==> config.mk <==
export PLATFORM = sky130hd
export DESIGN_NAME = io_subsystem
export DESIGN_NICKNAME = d
export VERILOG_FILES = /design/src/hw/io_pkg.sv /design/src/hw/synth_pkg.sv /design/src/hw/sync_fifo.sv /design/src/hw/button_capture.sv /design/src/hw/uart_port_regs.sv /design/src/hw/perf_counters.sv /design/src/hw/output_ctrl_regs.sv /design/src/hw/io_read_mux.sv /design/src/hw/io_subsystem.sv
export VERILOG_INCLUDE_DIRS = /design/src /design/src/hw
export SDC_FILE = /design/constraint.sdc
export NUM_CORES = 1
export LEC_CHECK = 0
export ABC_AREA = 0
export ABC_CLOCK_PERIOD_IN_PS = 3600
export BUFFER_PORTS_ARGS = -buffer_cell sky130_fd_sc_hd__buf_4
export CAP_MARGIN = 0
export CORE_MARGIN = 2
export CORE_UTILIZATION = 55
export CTS_CLUSTER_SIZE = 28
export DETAILED_ROUTE_END_ITERATION = 8
export PLACE_DENSITY = 0.79
export REMOVE_ABC_BUFFERS = 1
export SLEW_MARGIN = 20
export SYNTH_ARGS = -nofsm -noshare
export SYNTH_HDL_FRONTEND = slang
export SYNTH_HIERARCHICAL = 1
export SYNTH_SLANG_ARGS = --single-unit
==> constraint.sdc <==
create_clock -name clk -period 3.6 [get_ports clk]
set_clock_uncertainty 0.05 [all_clocks]
set_input_delay 0.72 -clock clk [delete_from_list [all_inputs] [get_ports clk]]
set_output_delay 0.72 -clock clk [all_outputs]
set_load 0.05 [all_outputs]
==> src/hw/io_map_defines.svh <==
`ifndef IO_MAP_DEFINES_SVH
`define IO_MAP_DEFINES_SVH

// I/O word addresses
`define IO_UART_CTRL        14'd0
`define IO_UART_RX          14'd1
`define IO_UART_TX          14'd2
`define IO_CYCLES           14'd4
`define IO_INSTRET          14'd5
`define IO_CNT_CLEAR        14'd6
`define IO_BTN_EMPTY        14'd8
`define IO_BTN_DATA         14'd9
`define IO_SWITCHES         14'd10
`define IO_LEDS             14'd12

// Carrier words occupy BASE to BASE + NUM_CARRIERS - 1
`define IO_CARRIER_FCW_BASE 14'd64
`define IO_MOD_FCW          14'd128
`define IO_MOD_SHIFT        14'd129
`define IO_NOTE_EN          14'd130
`define IO_TX_REQ           14'd132
`define IO_TX_ACK           14'd133

`define BTN_FIFO_DEPTH      8
`define NUM_CARRIERS        4
`define LED_WIDTH           6

`endif

==> src/hw/io_pkg.sv <==
`default_nettype none

package io_pkg;

    typedef logic [13:0] io_addr_t;
    typedef logic [31:0] io_data_t;
    typedef logic [3:0]  io_be_t;

    typedef logic [2:0]  button_t;
    typedef logic [1:0]  switch_t;
    typedef logic [7:0]  byte_t;

endpackage

`default_nettype wire

==> src/hw/synth_pkg.sv <==
`default_nettype none

package synth_pkg;

    // NCO frequency control word
    typedef logic [23:0] fcw_t;
    typedef logic [4:0]  shift_t;
    typedef logic [3:0]  note_mask_t;

endpackage

`default_nettype wire

==> src/hw/sync_fifo.sv <==
`timescale 1ns/1ns
`default_nettype none

module sync_fifo #(
    parameter type item_t = logic [7:0],
    parameter int  DEPTH  = 8
) (
    input  wire        clk,
    input  wire        rst,
    input  wire        push,
    input  wire item_t din,
    output logic       full,
    input  wire        pop,
    output item_t      dout,
    output logic       empty
);
    localparam int AW = (DEPTH > 1) ? $clog2(DEPTH) : 1;
    localparam int CW = $clog2(DEPTH + 1);

    item_t           mem [DEPTH];
    logic [AW-1:0]   wr_ptr;
    logic [AW-1:0]   rd_ptr;
    logic [CW-1:0]   count;
    logic            do_push;
    logic            do_pop;

    assign full    = (count == CW'(DEPTH));
    assign empty   = (count == '0);
    assign do_push = push && !full;
    assign do_pop  = pop && !empty;

    // Show-ahead
    assign dout = mem[rd_ptr];

    always_ff @(posedge clk) begin
        if (do_push) begin
            mem[wr_ptr] <= din;
        end
    end

    always_ff @(posedge clk) begin
        if (rst) begin
            wr_ptr <= '0;
            rd_ptr <= '0;
            count  <= '0;
        end else begin
            if (do_push) begin
                wr_ptr <= (wr_ptr == AW'(DEPTH - 1)) ? '0 : wr_ptr + 1'b1;
            end
            if (do_pop) begin
                rd_ptr <= (rd_ptr == AW'(DEPTH - 1)) ? '0 : rd_ptr + 1'b1;
            end
            count <= count + CW'(do_push) - CW'(do_pop);
        end
    end

endmodule

`default_nettype wire

==> src/hw/button_capture.sv <==
`timescale 1ns/1ns
`default_nettype none
`include "io_map_defines.svh"

module button_capture (
    input  wire                   clk,
    input  wire                   rst,
    input  wire io_pkg::button_t  buttons,
    input  wire io_pkg::io_addr_t io_addr,
    input  wire                   io_re,
    output io_pkg::button_t       btn_head,
    output logic                  btn_empty
);
    io_pkg::button_t buttons_q;
    logic            any_rise;
    logic            fifo_full;
    logic            fifo_push;
    logic            fifo_pop;

    always_ff @(posedge clk) begin
        if (rst) begin
            buttons_q <= '0;
        end else begin
            buttons_q <= buttons;
        end
    end

    assign any_rise  = |(buttons & ~buttons_q);
    // Presses arriving while full are lost
    assign fifo_push = any_rise && !fifo_full;
    assign fifo_pop  = io_re && (io_addr == `IO_BTN_DATA);

    sync_fifo #(
        .item_t (io_pkg::button_t),
        .DEPTH  (`BTN_FIFO_DEPTH)
    ) u_btn_fifo (
        .clk   (clk),
        .rst   (rst),
        .push  (fifo_push),
        .din   (buttons),
        .full  (fifo_full),
        .pop   (fifo_pop),
        .dout  (btn_head),
        .empty (btn_empty)
    );

endmodule

`default_nettype wire

==> src/hw/uart_port_regs.sv <==
`timescale 1ns/1ns
`default_nettype none
`include "io_map_defines.svh"

module uart_port_regs (
    input  wire                   clk,
    input  wire                   rst,
    input  wire io_pkg::io_addr_t io_addr,
    input  wire io_pkg::io_data_t io_wdata,
    input  wire io_pkg::io_be_t   io_we,
    input  wire                   io_re,
    output io_pkg::byte_t         tx_data,
    output logic                  tx_valid,
    input  wire                   tx_ready,
    output logic                  rx_ready
);
    logic tx_write;
    logic has_byte;

    assign tx_write = (io_addr == `IO_UART_TX) && io_we[0];

    always_ff @(posedge clk) begin
        if (tx_write) begin
            tx_data <= io_wdata[7:0];
        end
    end

    // Byte stays offered until the UART takes it
    always_ff @(posedge clk) begin
        if (rst) begin
            has_byte <= 1'b0;
        end else if (tx_write) begin
            has_byte <= 1'b1;
        end else if (has_byte && tx_ready) begin
            has_byte <= 1'b0;
        end
    end

    assign tx_valid = has_byte;

    // One-cycle ack after a load of the receive register
    always_ff @(posedge clk) begin
        if (rst) begin
            rx_ready <= 1'b0;
        end else begin
            rx_ready <= io_re && (io_addr == `IO_UART_RX);
        end
    end

endmodule

`default_nettype wire

==> src/hw/perf_counters.sv <==
`timescale 1ns/1ns
`default_nettype none
`include "io_map_defines.svh"

module perf_counters (
    input  wire                   clk,
    input  wire                   rst,
    input  wire io_pkg::io_addr_t io_addr,
    input  wire io_pkg::io_be_t   io_we,
    input  wire                   instr_retired,
    output io_pkg::io_data_t      cycle_count,
    output io_pkg::io_data_t      instret_count
);
    logic clear;

    // Any byte lane written at the clear address
    assign clear = (io_addr == `IO_CNT_CLEAR) && (|io_we);

    always_ff @(posedge clk) begin
        if (rst || clear) begin
            cycle_count <= '0;
        end else begin
            cycle_count <= cycle_count + 1'b1;
        end
    end

    always_ff @(posedge clk) begin
        if (rst || clear) begin
            instret_count <= '0;
        end else if (instr_retired) begin
            instret_count <= instret_count + 1'b1;
        end
    end

endmodule

`default_nettype wire

==> src/hw/output_ctrl_regs.sv <==
`timescale 1ns/1ns
`default_nettype none
`include "io_map_defines.svh"

module output_ctrl_regs (
    input  wire                     clk,
    input  wire                     rst,
    input  wire io_pkg::io_addr_t   io_addr,
    input  wire io_pkg::io_data_t   io_wdata,
    input  wire io_pkg::io_be_t     io_we,
    output synth_pkg::fcw_t         carrier_fcw_1,
    output synth_pkg::fcw_t         carrier_fcw_2,
    output synth_pkg::fcw_t         carrier_fcw_3,
    output synth_pkg::fcw_t         carrier_fcw_4,
    output synth_pkg::fcw_t         mod_fcw,
    output synth_pkg::shift_t       mod_shift,
    output synth_pkg::note_mask_t   note_enable,
    output logic                    tx_req,
    output logic [`LED_WIDTH-1:0]   leds
);
    localparam int FCW_BYTES = $bits(synth_pkg::fcw_t) / 8;

    synth_pkg::fcw_t carrier_q [`NUM_CARRIERS];

    // Upper lane of the bus word has no storage
    function automatic synth_pkg::fcw_t merge_fcw(
        input synth_pkg::fcw_t  cur,
        input io_pkg::io_data_t wdata,
        input io_pkg::io_be_t   be
    );
        synth_pkg::fcw_t result;
        result = cur;
        for (int b = 0; b < FCW_BYTES; b++) begin
            if (be[b]) begin
                result[b*8 +: 8] = wdata[b*8 +: 8];
            end
        end
        return result;
    endfunction

    for (genvar c = 0; c < `NUM_CARRIERS; c++) begin : g_carrier
        always_ff @(posedge clk) begin
            if (rst) begin
                carrier_q[c] <= '0;
            end else if (io_addr == `IO_CARRIER_FCW_BASE + 14'(c)) begin
                carrier_q[c] <= merge_fcw(carrier_q[c], io_wdata, io_we);
            end
        end
    end

    assign carrier_fcw_1 = carrier_q[0];
    assign carrier_fcw_2 = carrier_q[1];
    assign carrier_fcw_3 = carrier_q[2];
    assign carrier_fcw_4 = carrier_q[3];

    always_ff @(posedge clk) begin
        if (rst) begin
            mod_fcw     <= '0;
            mod_shift   <= '0;
            note_enable <= '0;
            tx_req      <= 1'b0;
            leds        <= '0;
        end else begin
            if (io_addr == `IO_MOD_FCW) begin
                mod_fcw <= merge_fcw(mod_fcw, io_wdata, io_we);
            end
            // Single-byte registers, lane 0 only
            if (io_we[0]) begin
                case (io_addr)
                    `IO_MOD_SHIFT: mod_shift   <= synth_pkg::shift_t'(io_wdata);
                    `IO_NOTE_EN:   note_enable <= synth_pkg::note_mask_t'(io_wdata);
                    `IO_TX_REQ:    tx_req      <= io_wdata[0];
                    `IO_LEDS:      leds        <= io_wdata[`LED_WIDTH-1:0];
                    default: ;
                endcase
            end
        end
    end

endmodule

`default_nettype wire

==> src/hw/io_read_mux.sv <==
`timescale 1ns/1ns
`default_nettype none
`include "io_map_defines.svh"

module io_read_mux (
    input  wire                     clk,
    input  wire                     rst,
    input  wire io_pkg::io_addr_t   io_addr,
    input  wire                     rx_valid,
    input  wire io_pkg::byte_t      rx_data,
    input  wire                     tx_ready,
    input  wire io_pkg::byte_t      tx_data,
    input  wire io_pkg::io_data_t   cycle_count,
    input  wire io_pkg::io_data_t   instret_count,
    input  wire                     btn_empty,
    input  wire io_pkg::button_t    btn_head,
    input  wire io_pkg::switch_t    switches,
    input  wire [`LED_WIDTH-1:0]    leds,
    input  wire                     tx_ack,
    output io_pkg::io_data_t        io_rdata
);
    io_pkg::io_data_t rdata_next;

    always_comb begin
        case (io_addr)
            `IO_UART_CTRL: rdata_next = 32'({rx_valid, tx_ready});
            `IO_UART_RX:   rdata_next = 32'(rx_data);
            `IO_UART_TX:   rdata_next = 32'(tx_data);
            `IO_CYCLES:    rdata_next = cycle_count;
            `IO_INSTRET:   rdata_next = instret_count;
            `IO_BTN_EMPTY: rdata_next = 32'(btn_empty);
            `IO_BTN_DATA:  rdata_next = 32'(btn_head);
            `IO_SWITCHES:  rdata_next = 32'(switches);
            `IO_LEDS:      rdata_next = 32'(leds);
            `IO_TX_ACK:    rdata_next = 32'(tx_ack);
            // Unmapped words read as zero
            default:       rdata_next = '0;
        endcase
    end

    // Load data lags the address by one cycle
    always_ff @(posedge clk) begin
        if (rst) begin
            io_rdata <= '0;
        end else begin
            io_rdata <= rdata_next;
        end
    end

endmodule

`default_nettype wire

==> src/hw/io_subsystem.sv <==
`timescale 1ns/1ns
`default_nettype none
`include "io_map_defines.svh"

module io_subsystem (
    input  wire                     clk,
    input  wire                     rst,
    input  wire io_pkg::io_addr_t   io_addr,
    input  wire io_pkg::io_data_t   io_wdata,
    input  wire io_pkg::io_be_t     io_we,
    input  wire                     io_re,
    output io_pkg::io_data_t        io_rdata,
    input  wire                     instr_retired,
    input  wire io_pkg::button_t    buttons,
    input  wire io_pkg::switch_t    switches,
    output io_pkg::byte_t           tx_data,
    output logic                    tx_valid,
    input  wire                     tx_ready,
    input  wire io_pkg::byte_t      rx_data,
    input  wire                     rx_valid,
    output logic                    rx_ready,
    input  wire                     tx_ack,
    output synth_pkg::fcw_t         carrier_fcw_1,
    output synth_pkg::fcw_t         carrier_fcw_2,
    output synth_pkg::fcw_t         carrier_fcw_3,
    output synth_pkg::fcw_t         carrier_fcw_4,
    output synth_pkg::fcw_t         mod_fcw,
    output synth_pkg::shift_t       mod_shift,
    output synth_pkg::note_mask_t   note_enable,
    output logic                    tx_req,
    output logic [`LED_WIDTH-1:0]   leds
);
    io_pkg::button_t  btn_head;
    logic             btn_empty;
    io_pkg::io_data_t cycle_count;
    io_pkg::io_data_t instret_count;

    button_capture u_buttons (
        .clk       (clk),
        .rst       (rst),
        .buttons   (buttons),
        .io_addr   (io_addr),
        .io_re     (io_re),
        .btn_head  (btn_head),
        .btn_empty (btn_empty)
    );

    uart_port_regs u_uart (
        .clk      (clk),
        .rst      (rst),
        .io_addr  (io_addr),
        .io_wdata (io_wdata),
        .io_we    (io_we),
        .io_re    (io_re),
        .tx_data  (tx_data),
        .tx_valid (tx_valid),
        .tx_ready (tx_ready),
        .rx_ready (rx_ready)
    );

    perf_counters u_counters (
        .clk           (clk),
        .rst           (rst),
        .io_addr       (io_addr),
        .io_we         (io_we),
        .instr_retired (instr_retired),
        .cycle_count   (cycle_count),
        .instret_count (instret_count)
    );

    output_ctrl_regs u_out_regs (
        .clk           (clk),
        .rst           (rst),
        .io_addr       (io_addr),
        .io_wdata      (io_wdata),
        .io_we         (io_we),
        .carrier_fcw_1 (carrier_fcw_1),
        .carrier_fcw_2 (carrier_fcw_2),
        .carrier_fcw_3 (carrier_fcw_3),
        .carrier_fcw_4 (carrier_fcw_4),
        .mod_fcw       (mod_fcw),
        .mod_shift     (mod_shift),
        .note_enable   (note_enable),
        .tx_req        (tx_req),
        .leds          (leds)
    );

    io_read_mux u_read_mux (
        .clk           (clk),
        .rst           (rst),
        .io_addr       (io_addr),
        .rx_valid      (rx_valid),
        .rx_data       (rx_data),
        .tx_ready      (tx_ready),
        .tx_data       (tx_data),
        .cycle_count   (cycle_count),
        .instret_count (instret_count),
        .btn_empty     (btn_empty),
        .btn_head      (btn_head),
        .switches      (switches),
        .leds          (leds),
        .tx_ack        (tx_ack),
        .io_rdata      (io_rdata)
    );

endmodule

`default_nettype wire

==> results.md <==
- Skew-Pair Late Insertion Delay: 0.54 ns
- Die area: 23600 µm²
- CP Buf/Inv Count: 4
- Min-delay worst type: in2reg
- Number of distinct library cells after synthesis: 70
- Largest net degree at the start of global routing: 51
- Crit path largest cell delay: 0.38 ns
- Post-route minimum period: 2.92 ns
- YS warnings: 6
- Num CTS Buffers: 29
- Post-DR wirelength/cell: 19.7 µm
- Core box area: 21900 µm²
- Drt pass-1 iters: 5
- Die X: 154 µm
- Sw Ratio: 24.8%
- Yosys reg bits: 282
- Slowest-stage cell, CP: fa_1
- RSZ-0062 raised after global routing: false
- Worst setup path startpoint: u_buttons/u_btn_fifo/count[2]
- Detail Route Antenna Nets: 0
- Top cell type's share of synthesized area: 31.2%
- Commonest cells post-synth: 157 x nor2_1, 154 x dfxtp_1, 128 x edfxtp_1
- Residual DRC: 0
- Worst r2r dst: u_buttons/u_btn_fifo/count[2]
- Comb pwr share: 11.6%
- Tcrit/Tclk final: 81.0%
- Sequential fraction of the synthesis area: 56.3%
- Row Count: 54
- Most frequent CP cell: inv_1
- Top-count cell post-synth: nor2_1
- Area grow syn2layout: 23.9%
- Power share of the clock group: 40.3%
- First DRT Iteration DRCs: 777
- CTS max path bufs: 3
- P_sw: 1.82 mW
- Pwr dens: 482 nW/µm²
- Final GP Congestion: 0.888
- Outcome: finished clean
- Setup crit end kind: flop
- Final hold violation count: 0
- Final HPWL DP: 22800 µm
- Sequential share of power: 48.1%
- WS Path Type: reg2reg
- # clock sinks: 282
- Static Leak: 5.77 nW
- Drt total wl: 32200 µm
- Initial core utilization: 56.2%
- Vias: 9614
- VDD IR-drop max: 511 µV
- Fin nets: 1411
- PostCTS Resize Cnt: 0
- Post-route cell area: 15300 µm²
- Tot GR Track Use: 26.3%
- Post-CTS Setup Bufs: 0
- FF-to-FF setup slack: 0.68 ns
- Reg2Reg Depth: 13
- CTS H-tree depth: 1
- Startpoint types: flop
- Vias per inst: 5.90
- Area leader, netlist: edfxtp_1
- Ant. Diodes: 0
- Top FF cell, synth: dfxtp_1
- Crit path max fanout: 5
- Critical path depth in cells: 13
- Pre-CTS setup slack: 0.621 ns
- Hold slack: 0.333 ns
- Post-DP Area: 14300 µm²
- Vias in the first global route: 9202
- CTS tree: yes
- Fin worst setup slack: 0.683 ns
- Layout cells sized above 1: 25.6%
- Data arrival time of the worst path: 3.29 ns
- DIE HEIGHT: 154 µm
- Reg2reg start: u_buttons/u_btn_fifo/count[2]
- CP Capture Point: u_buttons/u_btn_fifo/count[2]
- Worst rel slew slack: 48.3%
- Port bufs: 239
- Top cells by area, synth: edfxtp_1 31%, dfxtp_1 25%, nor2_1 4.8%
- Cells after synthesis: 1102
- FMAX: 343 MHz
- Async set or reset register ratio after synthesis: 0%
- Clk slew on worst S/H paths: 0.06 ns
- Slew @ Worst Pin: 0.773 ns
- Root buffer cell: clkbuf_16
- Setup violators final: 0
- Grt ovf: 0
- Avg Cell Area, Syn: 11.2 µm²
- I/O pins: 248
- CP cell instances: inv_1 > ha_1 > or3b_1 > inv_1 > a31oi_1 > nand2_1 > ha_1 > inv_1 > ha_1 > inv_1 > fa_1 > xor2_1 > nor2_1
- Core Util, Final: 69.7%
- Fin. max-slew vios: 0
- Cell Int Power: 5.53 mW
- # Max-Cap Violations: 0
- Global-route wire length before repair: 50100 µm
- Critical Path RT: 3.98 ns
- EDFF count, synth: 128
- Hold buffers post-CTS: 0
- Crit path max-delay family: adder cells
- FILL cells: 1591
- Synthesized cell area: 12300 µm²
- Antenna violations before repair: 0
-- state kept, by name, summed over array words and instances, names as in the netlist, named ones only --
register / flops
u_out_regs/note_enable: 4
u_counters/instret_count: 32
u_uart/tx_valid: 1
u_out_regs/tx_req: 1
u_out_regs/leds: 6
u_buttons/u_btn_fifo/mem: 24
u_out_regs/mod_fcw: 24
u_counters/cycle_count: 32
u_read_mux/io_rdata: 32
u_out_regs/mod_shift: 5
u_uart/rx_ready: 1
u_buttons/u_btn_fifo/count: 4
u_buttons/buttons_q: 3
u_buttons/u_btn_fifo/rd_ptr: 3
u_buttons/u_btn_fifo/wr_ptr: 3
u_out_regs/carrier_q: 96
u_uart/tx_data: 8
-- final cells by class --
type,count,area (µm²),share of cell area [%]
Sequential cell,282,6930,45.4
Multi-Input combinational cell,741,5050,33.1
Timing Repair Buffer,255,1930,12.6
Clock buffer,38,759,4.98
Tap cell,280,350,2.30
Clock inverter,15,174,1.14
Inverter,19,71.3,0.467
-- power by group through the flow --
stage	logic [mW]	clock network, mW	registers, mW
3_3_place_gp	0.815	0	3.60
6_report	0.852	2.97	3.54
2_1_floorplan	0.326	0	3.79
5_1_grt	0.908	3.13	3.55
4_1_cts	0.848	3.01	3.54
3_5_place_dp	0.834	0	3.61
-- routing by layer --
| layer | global-route usage, % | wire length [µm] |
|---|---|---|
| met1 | 34.7 | 12900 |
| met2 | 43.3 | 15500 |
| met3 | 5.64 | 2570 |
| met4 | 9.17 | 1170 |
| met5 | 0 | 0 |
-- how the worst min path moves through the flow --
| stage | to | startpoint | cells past startpoint |
|---|---|---|---|
| floorplan | u_counters/cycle_count[0] | u_counters/cycle_count[0] | 1 |
| global placement | u_out_regs/mod_fcw[6] | u_out_regs/mod_fcw[6] | 2 |
| detailed placement | u_out_regs/mod_fcw[1] | u_out_regs/mod_fcw[1] | 2 |
| CTS | u_uart/tx_data[3] | io_wdata[3] | 1 |
| global route | u_uart/tx_data[3] | io_wdata[3] | 1 |
| finish | u_uart/tx_data[3] | io_wdata[3] | 1 |
-- layout by cell type (no fill, tap or decap), types with 13 or more instances in the layout --
cell         n
a21oi_1     50
a22oi_1     23
buf_4      254
clkbuf_16   29
dfxtp_1    154
edfxtp_1   128
inv_1       19
mux2i_1     42
nand2_1     32
nand2b_1    72
nand3_1     29
nand3b_1    31
nand4_1     17
nor2_1     157
nor3_1      13
nor4_1      14
o21ai_0     23
o31ai_1     19
or3_1       15
or4_1       26
xnor2_1     18
-- kinds of logic (layout without fill, tap and decap cells) --
group                      Yosys count  in the layout  synth area share [%]
buffers and inverters               79            327                  2.88
and+or+nand+nor                    490            490                  23.8
DFF                                282            282                  56.3
xor gates and xnor gates            28             28                  1.99
muxes                               57             57                  5.52
adders and majority gates           14             14                  1.46
AOI/OAI and AO/OA                  152            152                  8.12
-- stage by stage --
stage | cells | power, mW | TNS (ns)
global route | 1630 | 7.59 | 0
detailed placement | 1577 | 4.44 | 0
global placement | 1577 | 4.42 | 0
CTS | 1630 | 7.40 | 0
finish | 1630 | 7.36 | 0
floorplan | 1042 | 4.12 | -59.14
-- worst register-to-register path, cell delays in order, from the launching register on --
cell     delay (ns)
dfxtp_1        0.31
inv_1          0.07
ha_1           0.19
or3b_1         0.27
inv_1          0.13
a31oi_1        0.34
nand2_1        0.25
ha_1           0.34
inv_1          0.06
ha_1           0.17
inv_1          0.06
fa_1           0.38
xor2_1         0.14
nor2_1         0.05
No activity file was read; power rests on OpenSTA's default activity.
